## config.mk

```make
export PLATFORM = sky130hd
export DESIGN_NAME = periph_soc
export DESIGN_NICKNAME = d
export VERILOG_FILES = /design/src/design/soc_map_pkg.sv /design/src/design/soc_bus_pkg.sv /design/src/design/bus_ctrl_fsm.sv /design/src/design/gpio_regs.sv /design/src/design/irq_ctrl.sv /design/src/design/mtimer.sv /design/src/design/periph_soc.sv
export SDC_FILE = /design/constraint.sdc
export NUM_CORES = 1
export LEC_CHECK = 0
export ABC_AREA = 1
export BUFFER_PORTS_ARGS = -buffer_cell sky130_fd_sc_hd__buf_2
export CELL_PAD_IN_SITES_DETAIL_PLACEMENT = 1
export CELL_PAD_IN_SITES_GLOBAL_PLACEMENT = 2
export CORE_MARGIN = 2
export CORE_UTILIZATION = 39
export CTS_CLUSTER_DIAMETER = 100
export DETAILED_ROUTE_END_ITERATION = 7
export GPL_ROUTABILITY_DRIVEN = 0
export GPL_TIMING_DRIVEN = 1
export PLACE_DENSITY_LB_ADDON = 0.1
export SYNTH_ARGS = -nofsm -noshare
export SYNTH_HDL_FRONTEND = slang
export SYNTH_SLANG_ARGS = --single-unit
```

## constraint.sdc

```tcl
create_clock -name i_clk -period 6.2 [get_ports i_clk]
set_input_delay 0.62 -clock i_clk [delete_from_list [all_inputs] [get_ports i_clk]]
set_output_delay 0.62 -clock i_clk [all_outputs]
set_load 0.1 [all_outputs]
```

## src/design/soc_map_pkg.sv

```systemverilog
/*
  Address map and register layout of the peripheral subsystem.
  Imported by the bus controller, every peripheral and the testbench
  so that region codes, register indices and sizes stay in one place.
*/
package soc_map_pkg;

  ////////////////////////////////////////
  // bus geometry
  localparam int ADDR_W = 16;
  localparam int DATA_W = 32;

  // region code sits in addr[15:12], register index in addr[5:2]
  localparam logic [3:0] REGION_GPIO  = 4'd1;
  localparam logic [3:0] REGION_TIMER = 4'd2;
  localparam logic [3:0] REGION_IRQ   = 4'd3;

  // one select bit per peripheral
  localparam int NUM_SLAVES = 3;
  localparam int SLV_GPIO   = 0;
  localparam int SLV_TIMER  = 1;
  localparam int SLV_IRQ    = 2;

  ////////////////////////////////////////
  // register indices
  localparam logic [3:0] GPIO_OUT      = 4'd0;
  localparam logic [3:0] GPIO_DIR      = 4'd1;
  localparam logic [3:0] GPIO_IN       = 4'd2;
  localparam logic [3:0] GPIO_IRQ_PEND = 4'd3;
  localparam logic [3:0] GPIO_IRQ_EN   = 4'd4;

  localparam logic [3:0] TMR_MTIME    = 4'd0;
  localparam logic [3:0] TMR_MTIMECMP = 4'd1;
  localparam logic [3:0] TMR_CTRL     = 4'd2;

  localparam logic [3:0] IRQ_PENDING = 4'd0;
  localparam logic [3:0] IRQ_ENABLE  = 4'd1;
  localparam logic [3:0] IRQ_CLAIM   = 4'd2;

  ////////////////////////////////////////
  // peripheral sizes
  localparam int GPIO_WIDTH    = 8;
  localparam int TIMER_DIV     = 4;
  localparam int TIMER_PRESC_W = $clog2(TIMER_DIV);

  // interrupt ids, 0 is reserved for "nothing pending"
  localparam int IRQ_NUM      = 2;
  localparam int IRQ_ID_W     = 2;
  localparam int IRQ_ID_GPIO  = 1;
  localparam int IRQ_ID_TIMER = 2;

endpackage

```

## src/design/soc_bus_pkg.sv

```systemverilog
/*
  Bundles that travel on the external master port and on the
  internal peripheral access path. The external master drives
  bus_req_t and gets bus_rsp_t back; the controller broadcasts
  periph_acc_t to all peripherals.
*/
package soc_bus_pkg;

  import soc_map_pkg::*;

  // request held stable by the master while i_req is high
  typedef struct packed {
    logic              we;
    logic [ADDR_W-1:0] addr;
    logic [DATA_W-1:0] wdata;
  } bus_req_t;

  // response, valid while o_ack is high
  typedef struct packed {
    logic [DATA_W-1:0] rdata;
    logic              err;
  } bus_rsp_t;

  // one-cycle access strobes, qualified by the select bit
  typedef struct packed {
    logic              wr;
    logic              rd;
    logic [3:0]        idx;
    logic [DATA_W-1:0] wdata;
  } periph_acc_t;

endpackage

```

## src/design/bus_ctrl_fsm.sv

```systemverilog
/*
  Bus controller between the external req/ack master and the three
  peripherals. Serves the four-phase handshake, decodes the region of
  the latched request, strobes the selected peripheral for one cycle
  and registers the response. Unmapped regions answer with err set.
*/
`timescale 1ns/1ns

module bus_ctrl_fsm import soc_map_pkg::*, soc_bus_pkg::*; (
  input  logic                  i_clk,
  input  logic                  i_rst_n,
  input  logic                  i_req,
  input  bus_req_t              i_bus,
  input  logic [DATA_W-1:0]     i_gpio_rdata,
  input  logic [DATA_W-1:0]     i_tmr_rdata,
  input  logic [DATA_W-1:0]     i_irq_rdata,
  output logic                  o_ack,
  output bus_rsp_t              o_rsp,
  output periph_acc_t           o_acc,
  output logic [NUM_SLAVES-1:0] o_sel
);

  typedef enum logic [1:0] {
    ST_IDLE,
    ST_ACCESS,
    ST_DONE
  } state_t;

  state_t                state_q;
  bus_req_t              req_q;
  logic [3:0]            region;
  logic [NUM_SLAVES-1:0] sel_dec;
  logic                  mapped;
  logic                  in_access;
  logic [DATA_W-1:0]     rdata_mux;

  ////////////////////////////////////////
  // region decode of the latched request
  assign region = req_q.addr[ADDR_W-1 -: 4];

  always_comb begin
    sel_dec   = '0;
    rdata_mux = '0;
    case (region)
      REGION_GPIO: begin
        sel_dec[SLV_GPIO] = 1'b1;
        rdata_mux         = i_gpio_rdata;
      end
      REGION_TIMER: begin
        sel_dec[SLV_TIMER] = 1'b1;
        rdata_mux          = i_tmr_rdata;
      end
      REGION_IRQ: begin
        sel_dec[SLV_IRQ] = 1'b1;
        rdata_mux        = i_irq_rdata;
      end
      // unmapped, nobody is selected and data reads as zero
      default: begin
        sel_dec   = '0;
        rdata_mux = '0;
      end
    endcase
  end

  assign mapped    = |sel_dec;
  assign in_access = (state_q == ST_ACCESS);

  // strobes live only during the single ACCESS cycle
  assign o_sel       = in_access ? sel_dec : '0;
  assign o_acc.wr    = in_access & mapped & req_q.we;
  assign o_acc.rd    = in_access & mapped & ~req_q.we;
  assign o_acc.idx   = req_q.addr[5:2];
  assign o_acc.wdata = req_q.wdata;

  ////////////////////////////////////////
  // handshake FSM
  always_ff @(posedge i_clk or negedge i_rst_n) begin
    if (!i_rst_n) begin
      state_q <= ST_IDLE;
      o_ack   <= 1'b0;
    end else begin
      case (state_q)
        ST_IDLE: begin
          if (i_req) begin
            state_q <= ST_ACCESS;
          end
        end
        // response is captured at the end of this cycle
        ST_ACCESS: begin
          state_q <= ST_DONE;
        end
        // ack rises one edge into DONE and stays until req drops
        ST_DONE: begin
          if (!i_req) begin
            state_q <= ST_IDLE;
            o_ack   <= 1'b0;
          end else begin
            o_ack <= 1'b1;
          end
        end
        default: begin
          state_q <= ST_IDLE;
          o_ack   <= 1'b0;
        end
      endcase
    end
  end

  // request and response payload
  always_ff @(posedge i_clk) begin
    if (state_q == ST_IDLE && i_req) begin
      req_q <= i_bus;
    end
    if (in_access) begin
      o_rsp.rdata <= rdata_mux;
      o_rsp.err   <= ~mapped;
    end
  end

endmodule

```

## src/design/gpio_regs.sv

```systemverilog
/*
  GPIO block. Holds output and direction registers, brings the pins
  in through a two-flop synchronizer and latches a pending bit on
  each rising edge. Pending clears by writing ones; o_irq is raised
  while any pending pin is also enabled.
*/
`timescale 1ns/1ns

module gpio_regs import soc_map_pkg::*, soc_bus_pkg::*; (
  input  logic                  i_clk,
  input  logic                  i_rst_n,
  input  logic                  i_sel,
  input  periph_acc_t           i_acc,
  input  logic [GPIO_WIDTH-1:0] i_gpio,
  output logic [DATA_W-1:0]     o_rdata,
  output logic [GPIO_WIDTH-1:0] o_gpio,
  output logic [GPIO_WIDTH-1:0] o_gpio_dir,
  output logic                  o_irq
);

  logic [GPIO_WIDTH-1:0] out_q;
  logic [GPIO_WIDTH-1:0] dir_q;
  logic [GPIO_WIDTH-1:0] sync1_q;
  logic [GPIO_WIDTH-1:0] sync2_q;
  logic [GPIO_WIDTH-1:0] prev_q;
  logic [GPIO_WIDTH-1:0] pend_q;
  logic [GPIO_WIDTH-1:0] en_q;
  logic [GPIO_WIDTH-1:0] rise;
  logic [GPIO_WIDTH-1:0] clr;
  logic                  wr_en;

  assign wr_en = i_sel & i_acc.wr;

  // edge seen between the synced value and its previous sample
  assign rise = sync2_q & ~prev_q;

  // write-one-to-clear mask
  assign clr = (wr_en && i_acc.idx == GPIO_IRQ_PEND) ? i_acc.wdata[GPIO_WIDTH-1:0] : '0;

  always_ff @(posedge i_clk or negedge i_rst_n) begin
    if (!i_rst_n) begin
      out_q   <= '0;
      dir_q   <= '0;
      sync1_q <= '0;
      sync2_q <= '0;
      prev_q  <= '0;
      pend_q  <= '0;
      en_q    <= '0;
    end else begin
      sync1_q <= i_gpio;
      sync2_q <= sync1_q;
      prev_q  <= sync2_q;
      // a new edge wins over a clear in the same cycle
      pend_q  <= (pend_q & ~clr) | rise;
      if (wr_en && i_acc.idx == GPIO_OUT) begin
        out_q <= i_acc.wdata[GPIO_WIDTH-1:0];
      end
      if (wr_en && i_acc.idx == GPIO_DIR) begin
        dir_q <= i_acc.wdata[GPIO_WIDTH-1:0];
      end
      if (wr_en && i_acc.idx == GPIO_IRQ_EN) begin
        en_q <= i_acc.wdata[GPIO_WIDTH-1:0];
      end
    end
  end

  // read port
  always_comb begin
    case (i_acc.idx)
      GPIO_OUT:      o_rdata = DATA_W'(out_q);
      GPIO_DIR:      o_rdata = DATA_W'(dir_q);
      GPIO_IN:       o_rdata = DATA_W'(sync2_q);
      GPIO_IRQ_PEND: o_rdata = DATA_W'(pend_q);
      GPIO_IRQ_EN:   o_rdata = DATA_W'(en_q);
      default:       o_rdata = '0;
    endcase
  end

  assign o_gpio     = out_q;
  assign o_gpio_dir = dir_q;
  assign o_irq      = |(pend_q & en_q);

endmodule

```

## src/design/irq_ctrl.sv

```systemverilog
/*
  Small platform interrupt controller. Level sources are latched into
  pending bits (bit n holds id n+1). A CLAIM read returns the lowest
  enabled pending id, or 0 when there is none, and clears that bit.
*/
`timescale 1ns/1ns

module irq_ctrl import soc_map_pkg::*, soc_bus_pkg::*; (
  input  logic               i_clk,
  input  logic               i_rst_n,
  input  logic               i_sel,
  input  periph_acc_t        i_acc,
  input  logic [IRQ_NUM-1:0] i_src,
  output logic [DATA_W-1:0]  o_rdata,
  output logic               o_ext_irq
);

  logic [IRQ_NUM-1:0]  pend_q;
  logic [IRQ_NUM-1:0]  en_q;
  logic [IRQ_NUM-1:0]  active;
  logic [IRQ_NUM-1:0]  clr;
  logic [IRQ_ID_W-1:0] claim_id;
  logic                claim_rd;

  assign active   = pend_q & en_q;
  assign claim_rd = i_sel & i_acc.rd & (i_acc.idx == IRQ_CLAIM);

  ////////////////////////////////////////
  // lowest id wins, scan from the top down
  always_comb begin
    claim_id = '0;
    for (int i = IRQ_NUM - 1; i >= 0; i--) begin
      if (active[i]) begin
        claim_id = IRQ_ID_W'(i + 1);
      end
    end
  end

  // claimed bit goes away at the strobe edge
  always_comb begin
    clr = '0;
    for (int i = 0; i < IRQ_NUM; i++) begin
      clr[i] = claim_rd && (claim_id == IRQ_ID_W'(i + 1));
    end
  end

  always_ff @(posedge i_clk or negedge i_rst_n) begin
    if (!i_rst_n) begin
      pend_q <= '0;
      en_q   <= '0;
    end else begin
      // the claim clears first, a source still high re-pends next cycle
      pend_q <= (pend_q | i_src) & ~clr;
      if (i_sel && i_acc.wr && i_acc.idx == IRQ_ENABLE) begin
        en_q <= i_acc.wdata[IRQ_NUM-1:0];
      end
    end
  end

  // read port, claim id reflects the state before the clear
  always_comb begin
    case (i_acc.idx)
      IRQ_PENDING: o_rdata = DATA_W'(pend_q);
      IRQ_ENABLE:  o_rdata = DATA_W'(en_q);
      IRQ_CLAIM:   o_rdata = DATA_W'(claim_id);
      default:     o_rdata = '0;
    endcase
  end

  assign o_ext_irq = |active;

endmodule

```

## src/design/mtimer.sv

```systemverilog
/*
  Machine timer. A prescaler of TIMER_DIV clocks advances mtime while
  the enable bit in TMR_CTRL is set. o_mtip flags mtime >= mtimecmp.
  All registers are reached through the controller access strobes.
*/
`timescale 1ns/1ns

module mtimer import soc_map_pkg::*, soc_bus_pkg::*; (
  input  logic              i_clk,
  input  logic              i_rst_n,
  input  logic              i_sel,
  input  periph_acc_t       i_acc,
  output logic [DATA_W-1:0] o_rdata,
  output logic              o_mtip
);

  logic [TIMER_PRESC_W-1:0] presc_q;
  logic [DATA_W-1:0]        mtime_q;
  logic [DATA_W-1:0]        mtimecmp_q;
  logic                     en_q;
  logic                     wr_en;
  logic                     tick;

  assign wr_en = i_sel & i_acc.wr;

  // last prescaler count of an enabled timer
  assign tick = en_q & (presc_q == TIMER_PRESC_W'(TIMER_DIV - 1));

  ////////////////////////////////////////
  // counter and registers
  always_ff @(posedge i_clk or negedge i_rst_n) begin
    if (!i_rst_n) begin
      presc_q    <= '0;
      mtime_q    <= '0;
      mtimecmp_q <= '1;
      en_q       <= 1'b0;
    end else begin
      // a software write of mtime also restarts the prescaler
      if (wr_en && i_acc.idx == TMR_MTIME) begin
        mtime_q <= i_acc.wdata;
        presc_q <= '0;
      end else if (en_q) begin
        presc_q <= tick ? '0 : presc_q + 1'b1;
        if (tick) begin
          mtime_q <= mtime_q + 1'b1;
        end
      end
      if (wr_en && i_acc.idx == TMR_MTIMECMP) begin
        mtimecmp_q <= i_acc.wdata;
      end
      if (wr_en && i_acc.idx == TMR_CTRL) begin
        en_q <= i_acc.wdata[0];
      end
    end
  end

  // read port, unknown indices read zero
  always_comb begin
    case (i_acc.idx)
      TMR_MTIME:    o_rdata = mtime_q;
      TMR_MTIMECMP: o_rdata = mtimecmp_q;
      TMR_CTRL:     o_rdata = DATA_W'(en_q);
      default:      o_rdata = '0;
    endcase
  end

  // compare interrupt, masked while the timer is stopped
  assign o_mtip = en_q & (mtime_q >= mtimecmp_q);

endmodule

```

## src/design/periph_soc.sv

```systemverilog
/*
  Top level of the peripheral subsystem. The external master talks to
  the bus controller, which fans out to GPIO, machine timer and the
  interrupt controller. GPIO and timer interrupts feed the controller.
*/
`timescale 1ns/1ns

module periph_soc import soc_map_pkg::*, soc_bus_pkg::*; (
  input  logic                  i_clk,
  input  logic                  i_rst_n,
  // external master port
  input  logic                  i_req,
  input  bus_req_t              i_bus,
  output logic                  o_ack,
  output bus_rsp_t              o_rsp,
  // pins
  input  logic [GPIO_WIDTH-1:0] i_gpio,
  output logic [GPIO_WIDTH-1:0] o_gpio,
  output logic [GPIO_WIDTH-1:0] o_gpio_dir,
  // interrupt lines
  output logic                  o_mtip,
  output logic                  o_ext_irq
);

  periph_acc_t           acc;
  logic [NUM_SLAVES-1:0] sel;
  logic [DATA_W-1:0]     gpio_rdata;
  logic [DATA_W-1:0]     tmr_rdata;
  logic [DATA_W-1:0]     irq_rdata;
  logic                  gpio_irq;
  logic [IRQ_NUM-1:0]    irq_src;

  // source vector is indexed by id minus one
  assign irq_src[IRQ_ID_GPIO-1]  = gpio_irq;
  assign irq_src[IRQ_ID_TIMER-1] = o_mtip;

  ////////////////////////////////////////
  // bus controller
  bus_ctrl_fsm ctrl0 (
    .i_clk        (i_clk),
    .i_rst_n      (i_rst_n),
    .i_req        (i_req),
    .i_bus        (i_bus),
    .i_gpio_rdata (gpio_rdata),
    .i_tmr_rdata  (tmr_rdata),
    .i_irq_rdata  (irq_rdata),
    .o_ack        (o_ack),
    .o_rsp        (o_rsp),
    .o_acc        (acc),
    .o_sel        (sel)
  );

  ////////////////////////////////////////
  // peripherals
  gpio_regs gpio0 (
    .i_clk      (i_clk),
    .i_rst_n    (i_rst_n),
    .i_sel      (sel[SLV_GPIO]),
    .i_acc      (acc),
    .i_gpio     (i_gpio),
    .o_rdata    (gpio_rdata),
    .o_gpio     (o_gpio),
    .o_gpio_dir (o_gpio_dir),
    .o_irq      (gpio_irq)
  );

  mtimer tmr0 (
    .i_clk   (i_clk),
    .i_rst_n (i_rst_n),
    .i_sel   (sel[SLV_TIMER]),
    .i_acc   (acc),
    .o_rdata (tmr_rdata),
    .o_mtip  (o_mtip)
  );

  irq_ctrl irqc0 (
    .i_clk     (i_clk),
    .i_rst_n   (i_rst_n),
    .i_sel     (sel[SLV_IRQ]),
    .i_acc     (acc),
    .i_src     (irq_src),
    .o_rdata   (irq_rdata),
    .o_ext_irq (o_ext_irq)
  );

endmodule

```

## Yosys cells after proc, flatten, opt, wreduce, memory -nomap -nowiden

Cells that the tools add are included.

- Bits in registers: 212
- Output and inout port bits: 52
- Logic and storage cells: 102

- $add $sub $neg: 2
- $lt $le $gt $ge: 1
- Eq/ne operators: 14
- Mux-type cells: 22
- Bitwise gates (word level): 21
- Reduce and logical (&&, ||, !) cells: 22

Operators with widths:

| operator | number |
|---|---|
| case mux 32 bit (3 select lines) | 2 |
| two-way mux 32 bit | 3 |
| case mux 8 bit (5 select lines) | 1 |
| adder 32 x 1 -> 32 bit, second input constant | 1 |
| greater-or-equal comparator 32 bit | 1 |
| bitwise AND 8 bit | 3 |
| equality test 4 x 2 -> 1 bit, second input constant | 4 |
| NOT 8 bit | 2 |
| two-way mux 2 bit | 7 |
| logical AND 1 bit | 12 |
| case mux 2 bit (3 select lines) | 2 |
| bitwise AND 1 bit | 9 |
| equality test 4 x 1 -> 1 bit, second input constant | 2 |
| two-way mux 8 bit | 1 |
| bitwise OR 8 bit | 1 |
| OR reduction 8 bit | 1 |
| equality test 2 bit, second input constant | 3 |
| bitwise AND 2 bit | 2 |
| equality test 2 x 1 -> 1 bit, second input constant | 2 |
| equality test 4 x 3 -> 1 bit, second input constant | 1 |
| logical NOT 4 bit | 1 |
| two-way mux 1 bit | 4 |
| != test 2 bit, second input constant | 2 |
| AND reduction 2 bit | 2 |
| 10 further kinds | 13 |

## Longest topological paths before layout

Gate-level depths: netlist (run 1).

- Depth after elaboration: 11
- Gate-level depth with buffers: 14

## Hierarchy

Synthesis (run 1) repeated with hierarchy kept, for this count alone.

- Cell total of the unflattened synthesis: 1,417
- Area total of the unflattened synthesis: 11,661.2 µm²

By module, submodules not included:

| module | instances | cells each | area an instance (µm²) | sequential area each (µm²) |
|---|---|---|---|---|
| mtimer | 1 | 737 | 4,999.8 | 1,716.6 |
| bus_ctrl_fsm | 1 | 290 | 3,505.9 | 2,297.2 |
| gpio_regs | 1 | 315 | 2,645.0 | 1,401.3 |
| irq_ctrl | 1 | 75 | 510.5 | 100.1 |

## Worst setup path before layout (run 1)

Ideal clock, no wire load.

- Path type: reg-to-output
- From: reg irqc0.en_q[1]
- To: out o_ext_irq
- Data arrival time: 2,495 ps
- Data required time: 5,580 ps
- Path slack: 3,085 ps
- Cell stages (with the launch flop): 3
- Path buffers: 0
- Cell sequence: dfrtp_1 inv_1 o21ai_0

- Cells in the longest elaborated chain, start to end: 2

RTL lines:

| item | line | source |
|---|---|---|
| from (decl) | irq_ctrl.sv:19 | `logic [IRQ_NUM-1:0] en_q;` |
| from (signal assigned) | irq_ctrl.sv:55 | `en_q <= i_acc.wdata[IRQ_NUM-1:0];` |
| bitwise AND 2 bit | irq_ctrl.sv:25 | `assign active = pend_q & en_q;` |
| OR reduction 2 bit | irq_ctrl.sv:70 | `assign o_ext_irq = \|active;` |
| to (decl) | periph_soc.sv:22 | `output logic o_ext_irq` |

Every way passes these cells.

## Worst setup path after layout (run 1)

- From: reg tmr0.mtimecmp_q[31]
- To: out o_mtip

- Cells in the longest elaborated chain, start to end: 2

RTL lines:

| item | line | source |
|---|---|---|
| from (decl) | mtimer.sv:19 | `logic [DATA_W-1:0] mtimecmp_q;` |
| from (signal assigned) | mtimer.sv:49 | `mtimecmp_q <= i_acc.wdata;` |
| greater-or-equal comparator 32 bit | mtimer.sv:68 | `assign o_mtip = en_q & (mtime_q >= mtimecmp_q);` |
| bitwise AND 1 bit | mtimer.sv:68 |  |
| to (decl) | periph_soc.sv:21 | `output logic o_mtip,` |

Every way passes these cells.

==> results of run 1 <==
[metrics by stage]
step | setup slack, ns | util [%] | total power [uW]
global route | 2.44 | 46.7 | 3910
detailed placement | 2.77 | 43.3 | 2340
finish | 2.62 | 46.7 | 3760
floorplan | 3.09 | - | 2130
global placement | 2.85 | 43.3 | 2330
CTS | 2.55 | 46.7 | 3810
[critical path: stages (launching register included)]
cell and delay (ns):
dfstp_2 0.54, inv_1 0.05, ha_1 0.28, nand2_1 0.07, nor2_1 0.16, nand4_1 0.24, a21oi_1 0.30, nor2_1 0.09
nand2_1 0.13, nand2_1 0.09, inv_1 0.06, buf_2 0.42
[Yosys cell counts (all sizes together)]
cell type / instances / area [um2]
a221oi: 1 / 8.76
or2: 7 / 43.8
o221ai: 10 / 87.6
clkinv: 1 / 3.75
o211ai: 9 / 67.6
ha: 34 / 425
xnor2: 5 / 43.8
a21oi: 52 / 260
inv: 133 / 499
xor2: 10 / 87.6
nor4: 1 / 6.26
nand3b: 3 / 22.5
edfxtp: 74 / 2220
and3: 1 / 6.26
o211a: 1 / 10.0
a211oi: 3 / 22.5
dfrtp: 98 / 2450
dfstp: 32 / 841
o22ai: 14 / 87.6
nor3: 12 / 76.3
a21o: 1 / 7.51
a31oi: 2 / 12.5
nand4: 16 / 100
nand3: 51 / 265
nor2: 73 / 287
clkbuf: 15 / 56.3
nand2: 283 / 1060
buf: 15 / 98.8
o21a: 1 / 7.51
o21ai: 104 / 521
[routing by layer]
| metal | track usage, % | routed length [um] |
|---|---|---|
| met1 | 33.3 | 14000 |
| met2 | 34.0 | 12400 |
| met3 | 3.29 | 1240 |
| met4 | 4.26 | 422 |
| met5 | 0 | 0 |
[area by class of cell]
cell class	instances	area, um2
clock inverters	6	78.8
fillers	2883	13000
inverters	134	503
flip-flops and latches	204	5520
well taps	324	405
clock buffers	38	746
repair buffers	114	604
multi-input cells	694	3530
[kinds of logic after synthesis]
logic type               synth area share, %
buffers and inverters                   6.79
AND/OR/NAND/NOR                         19.3
AO/OA/AOI/OAI                           11.3
flip-flops                              56.9
adder cells (fa/ha/maj)                 4.39
XOR/XNOR                                1.36
[worst max-delay path by stage]
stage          slack (ns)                to                start
6_report             2.62            o_mtip  tmr0.mtimecmp_q[31]
5_1_grt              2.44            o_mtip  tmr0.mtimecmp_q[31]
4_1_cts              2.55            o_mtip  tmr0.mtimecmp_q[31]
3_5_place_dp         2.77  tmr0.mtime_q[26]     ctrl0.state_q[1]
3_3_place_gp         2.85  tmr0.mtime_q[26]     ctrl0.state_q[1]
2_1_floorplan        3.09         o_ext_irq        irqc0.en_q[1]
[registers in the layout, indices dropped and copies added, names as in the netlist]
name,flops
tmr0.mtime_q,32
gpio0.sync1_q,8
gpio0.sync2_q,8
gpio0.prev_q,8
irqc0.pend_q,2
ctrl0.o_ack,1
ctrl0.state_q,2
tmr0.mtimecmp_q,32
ctrl0.region,4
tmr0.en_q,1
ctrl0.o_rsp,33
tmr0.presc_q,2
irqc0.en_q,2
ctrl0.req_q,1
gpio0.o_gpio,8
ctrl0.o_acc,36
gpio0.pend_q,8
gpio0.en_q,8
gpio0.o_gpio_dir,8
[power groups by stage]
stage          registers, uW  clock network [uW]  logic (uW)
2_1_floorplan           1980                   0         152
3_3_place_gp            1640                   0         685
3_5_place_dp            1650                   0         693
4_1_cts                 1630                1490         694
5_1_grt                 1640                1550         724
6_report                1620                1460         684
==> reports/results.tsv, run 1 <==
metric	value	unit
run status	complete, no violations	
vias in the first global route	7887	
die height	162	um
Routed WL	28.1	mm
die area	26100	um2
crit end category	output pin	
CTS Buf Count	24	
sequential element share of the synthesized area	56.9	%
actual slew at the worst max-slew pin	1.01	ns
Worst Hold Class	in2async	
RSZ-0062 raised after global routing	false	
drt pass-1 iters	5	
final std cells w/o fill	1514	
Final Setup Violations	0	
Syn Inst Count	1062	
first-pass GRT wire length	44.9	mm
Sequential Power Share	43.1	%
placed insts	1470	
worst reg-to-reg path cell count	11	
FF-to-FF setup slack	2.81	ns
hold-fix buffers at CTS	0	
CTS sink count	204	
Synth Cell Area	9690	um2
Max-Cap Viols	0	
Arr. time, crit path	2.96	ns
commonest non-fill, non-tap cell in the layout	nand2_1	
layout cell share with drive strength beyond 1	16.8	%
final instance area	11400	um2
Synth cell types	41	
Sw Ratio	32.1	%
Setup Skew	0.00988	ns
clock network fraction of total power	38.7	%
worst skew pair latency	0.52	ns
largest net degree at the start of global routing	88	
Final #Nets	1266	
Critical Path RT	5.58	ns
Final min period	3.58	ns
Logic pwr share	18.2	%
max-slew violations	0	
Antenna Cells	0	
Critical R2R Capture	tmr0.mtime_q[26]	
Pint	2560	uW
All-Layer GR Usage	22.1	%
Worst Setup Start Kind	flop	
Ys Warns	0	
sw power	1210	uW
Post-CTS Setup Bufs	0	
mean post-synth cell area	9.13	um2
endpoints failing hold	0	
Iter 0 DRT Violations	522	
H-tree levels	1	
die width	162	um
core footprint	24400	um2
Hold WS	0.179	ns
HPWL after detailed placement	19.8	mm
PD cells	331	nW/um2
Clock Tree Buf Depth	3	
I/O Buffers	103	
Cell Area, Placed	10600	um2
Post-DRT Antenna Nets	0	
Setup TNS	0	ns
period utilization	57.8	%
critical path class	reg2out	
peak supply drop	0.281	mV
leakage	0.00490	uW
number of vias per cell	5.12	
vias	7745	
CTS tree	built	
DRC viols	0	
root buffer selected by CTS	clkbuf_16	
register bit count reported by yosys	204	
Routed WL per cell	18.5	um
Starting Density	39.7	%
fmax	279	MHz
P&R area growth vs syn	17.4	%
Syn Nets	1156	
PostCTS Resize Cnt	0	
grt ovf	0	
number of I/O pins	112	
Crit Path Max Fanout	3	
reg2reg start	ctrl0.state_q[1]	
relative slew slack	32.5	%
commonest cells after routing, fill and taps aside	282 x nand2_1, 130 x inv_1, 102 x buf_2	
Cell Rows	57	
antenna violations before repair	0	
Reg clk slew, reported paths	0.06	ns
Note: power is estimated with default switching activity, not from simulation.
==> inputs of run 2 (changes only) <==
CORE_UTILIZATION = 33   (was 39)
clock period = 2.9 ns   (was 6.2 ns; I/O delays follow)
==> run 2 against run 1 <==
Net effect:
- clock power up 120%
- sequential share of layout area decreased by 3.3 points
- sequential power grew 110%
- design area grew 7.3%
- count of clock-buffer cells in the layout stayed put
- non-clock buffer count increased by 73
- core utilization decreased by 4.2 points
- critical endpoint unchanged
- largest power group unchanged
- highest routed layer unchanged
==> reports/results.tsv, run 2 (synthesis results as in run 1) <==
metric	value	unit	change
H-tree levels	1		unchanged
Iter 0 DRT Violations	343		-34%
Hold Startpoint	i_req		
Antenna Cells	0		unchanged
I/O Buffers	103		unchanged
final instance area	12200	um2	+7.3%
die width	175	um	+8.5%
Final Setup Violations	0		unchanged
Max-Cap Viols	0		unchanged
run status	complete, no violations		
RSZ-0062 raised after global routing	false		
commonest cells after routing, fill and taps aside	279 x nand2_1, 129 x inv_1, 101 x buf_2		
core footprint	28800	um2	+18%
leakage	0.00524	uW	+6.9%
root buffer selected by CTS	clkbuf_16		
All-Layer GR Usage	19.7	%	-2.4 points
Starting Density	33.7	%	-6.1 points
Clock Tree Buf Depth	3		unchanged
Critical Path RT	2.61	ns	-2.97 ns
worst skew pair latency	0.53	ns	about the same
CTS tree	built		
worst reg-to-reg path cell count	5		-6
drt pass-1 iters	5		unchanged
peak supply drop	0.424	mV	+51%
endpoints failing hold	0		unchanged
Reg clk slew, reported paths	0.06	ns	about the same
relative slew slack	53.8	%	+21 points
Hold Path Depth	3		
commonest non-fill, non-tap cell in the layout	nand2_1		
number of vias per cell	4.78		-6.5%
Cell Area, Placed	10800	um2	+2.7%
Arr. time, crit path	2.46	ns	-0.50 ns
grt ovf	0		unchanged
Critical R2R Capture	gpio0.o_gpio_dir[4]		
vias	7887		+1.8%
Crit Path Max Fanout	3		unchanged
antenna violations before repair	0		unchanged
actual slew at the worst max-slew pin	0.689	ns	-0.322 ns
Hold Path End	ctrl0.state_q[1]		
DRC viols	0		unchanged
max-slew violations	0		unchanged
Worst Setup Start Kind	flop		
CTS sink count	204		unchanged
FF-to-FF setup slack	0.57	ns	-2.24 ns
CTS Buf Count	25		+4.2%
Setup Skew	0.0226	ns	+0.0127 ns
HPWL after detailed placement	21.4	mm	+7.8%
Routed WL per cell	18.0	um	-2.9%
reg2reg start	ctrl0.o_acc[34]		
crit end category	output pin		
fmax	364	MHz	
vias in the first global route	8345		+5.8%
layout cell share with drive strength beyond 1	18.7	%	+1.8 points
largest net degree at the start of global routing	61		-31%
Final min period	2.75	ns	
PD cells	668	nW/um2	+100%
first-pass GRT wire length	47.3	mm	+5.3%
Final #Nets	1340		+5.8%
max FFs per register	36		unchanged
die area	30800	um2	+18%
P&R area growth vs syn	26.0	%	
Routed WL	29.7	mm	+5.7%
Setup TNS	0	ns	unchanged
number of I/O pins	112		unchanged
die height	175	um	+8.5%
period utilization	94.7	%	
Worst Hold Class	in2reg		
critical path class	reg2out		
Cell Rows	62		+8.8%
Post-DRT Antenna Nets	0		unchanged
## run 2: per-layer routing
metal	wire, um	up-vias	share of wire, %	track usage (%)
met5	0	-	0	0
met1	15000	3824	51	29.1
met4	448	0	1.5	3.40
met3	1230	32	4.1	3.12
li1	-	3896	-	-
met2	13000	135	44	30.8
## run 2: area by class of cell
cell class	instances	area, um2
inverter	134	503
timing repair buffer	187	1320
sequential	204	5520
clock inverter	8	81.3
fill	3373	16600
multi-input combinational	694	3560
clock buffer	38	757
tap	384	480
## run 2: worst max-delay path by stage
stage,cells after the start,endpoint,slack (ns),start
floorplan,2,o_ext_irq,0.12,irqc0.en_q[1]
global placement,13,o_mtip,0.44,tmr0.mtimecmp_q[15]
global route,13,o_mtip,0.001,tmr0.mtimecmp_q[11]
CTS,11,o_mtip,0.04,tmr0.mtimecmp_q[31]
detailed placement,13,o_mtip,0.42,tmr0.mtimecmp_q[15]
finish,11,o_mtip,0.15,tmr0.mtimecmp_q[29]
## run 2: through the flow
stage / hold slack (ns) / total power (uW) / cells / utilization (%) / setup slack [ns]
global route: 0.0989 / 8460 / 1649 / 42.4 / 0.00134
CTS: 0.0461 / 8280 / 1648 / 42.4 / 0.0429
finish: 0.0615 / 8150 / 1649 / 42.4 / 0.154
detailed placement: 0.265 / 5030 / 1552 / 37.7 / 0.424
floorplan: -0.00559 / 4560 / 1062 / - / 0.115
global placement: 0.263 / 5010 / 1552 / 37.7 / 0.443
## run 2: where the power goes
group	internal [uW]	total, uW	switching, uW
logic	258	1540	1290
clock network	1900	3140	1250
registers	3340	3470	126
## run 2: critical path, stage by stage, from the launching register on
cell and delay (ns):
dfstp_2 0.54, inv_1 0.04, ha_1 0.29, nand2_1 0.07, nor2_2 0.12, nand4_1 0.20
a21oi_1 0.18, nor2_1 0.08, nand2_2 0.09, nand2_2 0.07, inv_2 0.07, buf_12 0.17
## run 2: timing repair
item / 4_1_cts / 5_1_grt
endpoints found under the setup margin: 1 / 1
hold endpoints to repair: 82 / 0
resized for setup: 5 / 6
buffers inserted: 0 / 1
hold buffers: 50 / 0
pin swaps: 2 / 6
==> inputs of run 3 (changes only) <==
CORE_UTILIZATION = 34   (was 33)
CTS_BUF_LIST = sky130_fd_sc_hd__clkbuf_2   (was default)
==> run 3 against run 2 <==
Net effect:
- the flow now finishes with violations (negative setup slack)
- sequential share of layout area down 0.59 points
- critical path type unchanged
- via count up 3.7%
- worst setup slack worse by 0.28 ns
- critical endpoint unchanged
==> reports/results.tsv, run 3 (synthesis results as in run 1) <==
metric	value	unit	change
die area	29900	um2	-2.9%
clock network fraction of total power	30.3	%	-8.3 points
Reg clk slew, reported paths	0.11	ns	+0.05 ns
CTS sink count	204		unchanged
Worst Hold Class	in2async		
peak supply drop	0.327	mV	-23%
Clock Tree Buf Depth	3		unchanged
DR WL met3	1.19	mm	-3.0%
vias	8175		+3.7%
Routed WL	30.5	mm	+2.8%
final worst slack	-0.125	ns	-0.280 ns
DRC viols	0		unchanged
Max-Cap Viols	0		unchanged
Routed WL per cell	17.7	um	-1.7%
die height	173	um	-1.4%
Final Setup Violations	1		+1
Starting Density	34.7	%	+1.0 points
Pint	4510	uW	-18%
most used cell, CP	nand2_2		
Critical R2R Capture	tmr0.mtime_q[17]		
CP cell instances	inv_1 > ha_4 > nand2_2 > nor2_4 > nand4_1 > a21oi_1 > nor2_1 > nand2_2 > nand2_2 > inv_2 > buf_12		
actual slew at the worst max-slew pin	0.617	ns	-0.0719 ns
largest stage delay on the critical path	0.55	ns	about the same
crit end category	output pin		
leakage	0.00537	uW	+2.5%
period utilization	104	%	+9.6 points
Crit Path Max Fanout	3		unchanged
grt ovf	0		unchanged
layout cell share with drive strength beyond 1	25.3	%	+6.6 points
HPWL after detailed placement	20.9	mm	-2.2%
Arr. time, crit path	2.74	ns	+0.28 ns
CTS tree	built		
antenna violations before repair	1		+1
first-pass GRT wire length	49.3	mm	+4.1%
reg2reg start	ctrl0.region[3]		
Worst setup endpoint	o_mtip		
Setup Skew	0.109	ns	+0.0865 ns
final std cells w/o fill	1725		+4.6%
placed insts	1548		-0.26%
Sequential Power Share	47.7	%	+5.2 points
RSZ-0062 raised after global routing	true		
pre-CTS WS	0.434	ns	+0.00969 ns
max FFs per register	36		unchanged
run status	finished with violations		
PD cells	586	nW/um2	-12%
crit path launch	tmr0.mtimecmp_q[28]		
Final min period	3.03	ns	+0.280 ns
P&R area growth vs syn	27.7	%	
fmax	331	MHz	-9.2%
relative slew slack	58.6	%	+4.8 points
Iter 0 DRT Violations	389		+13%
met2 wire length	13.4	mm	+3.2%
worst skew pair latency	0.90	ns	+0.37 ns
FF-to-FF setup slack	0.53	ns	-0.04 ns
sw power	2740	uW	+3.2%
met1 WL	15.3	mm	+1.8%
Critical Path RT	2.61	ns	about the same
CTS Buf Count	57		+130%
Logic pwr share	21.9	%	+3.0 points
highest routed layer	met4		
failing checks	negative setup slack		
CP max-delay cell	dfstp_2		
H-tree levels	2		+1
Cell Rows	61		-1.6%
Sw Ratio	37.8	%	+5.2 points
Final #Nets	1391		+3.8%
largest net degree at the start of global routing	45		-26%
max-slew violations	0		unchanged
critical path class	reg2out		
Worst Setup Start Kind	flop		
drt pass-1 iters	4		-1
worst reg-to-reg path cell count	9		+4
root buffer selected by CTS	clkbuf_2		
commonest non-fill, non-tap cell in the layout	nand2_1		
vias in the first global route	8706		+4.3%
number of I/O pins	112		unchanged
endpoints failing hold	0		unchanged
commonest cells after routing, fill and taps aside	271 x nand2_1, 115 x inv_1, 101 x buf_2		
Post-DRT Antenna Nets	0		unchanged
I/O Buffers	103		unchanged
die width	173	um	-1.4%
All-Layer GR Usage	20.9	%	+1.3 points
number of vias per cell	4.74		-0.92%
core footprint	27900	um2	-2.9%
-- run 3: cell count changes in the layout (fill, tap and decap cells not counted), sizes merged, moves of 2 or more --
cell,delta
clkbuf,+48
buf,+8
clkinv,+17
dlygate4sd3,+11
inv,-2
-- run 3: how the worst min path moves through the flow --
stage	cells past startpoint	to	slack [ns]	startpoint
3_5_place_dp	1	gpio0.o_gpio_dir[5]	0.34	i_rst_n
6_report	2	tmr0.mtimecmp_q[3]	0.11	i_rst_n
5_1_grt	2	ctrl0.region[0]	0.003	i_bus[44]
4_1_cts	2	ctrl0.o_acc[30]	0.0008	i_bus[30]
2_1_floorplan	0	ctrl0.o_ack	-0.006	i_rst_n
3_3_place_gp	1	gpio0.prev_q[2]	0.33	i_rst_n
-- run 3: what timing repair did --
action	in CTS	in global routing
gates resized for setup	19	40
buffers inserted	4	2
pin swaps	10	26
endpoints found under the hold margin	175	0
hold buffers	62	0
endpoints found under the setup margin	1	1
-- run 3: per-layer routing --
layer | up-vias | global-route usage, %
li1 | 4046 | -
met1 | 3920 | 30.5
met2 | 155 | 32.2
met3 | 54 | 3.72
met4 | 0 | 5.54
met5 | - | 0
-- run 3: critical path, delay by kind of cell (launching register included) --
kind                       cells  cell delay, ns
and+or+nand+nor                6            0.57
DFF                            1            0.55
buffers and inverters          3            0.32
adders and majority gates      1            0.27
AOI/OAI and AO/OA              1            0.18
-- run 3: through the flow --
| step | instance area (um2) | util, % | TNS (ns) | hold slack [ns] | power, uW |
|---|---|---|---|---|---|
| 6_report | 12400 | 44.3 | -0.125 | 0.108 | 7260 |
| 5_1_grt | 12400 | 44.3 | -0.361 | 0.00253 | 7670 |
| 4_1_cts | 12100 | 43.5 | -0.314 | 0.000751 | 7380 |
| 3_5_place_dp | 10800 | 38.8 | 0 | 0.336 | 5050 |
| 3_3_place_gp | 10800 | 38.8 | 0 | 0.334 | 5030 |
| 2_1_floorplan | 9690 | - | 0 | -0.00559 | 4560 |
-- run 3: final cells by class --
type / count / area (um2)
Antenna cell: 1 / 2.50
Clock buffer: 86 / 430
Clock inverter: 22 / 121
Fill cell: 3347 / 15600
Inverter: 134 / 503
Multi-Input combinational cell: 694 / 3820
Sequential cell: 204 / 5520
Tap cell: 378 / 473
Timing Repair Buffer: 206 / 1510
-- run 3: power groups by stage --
stage	Sequential (uW)	Clock [uW]	Combinational, uW
detailed placement	3520	0	1530
finish	3460	2200	1590
global placement	3520	0	1510
global route	3500	2480	1690
floorplan	4240	0	325
CTS	3470	2320	1600
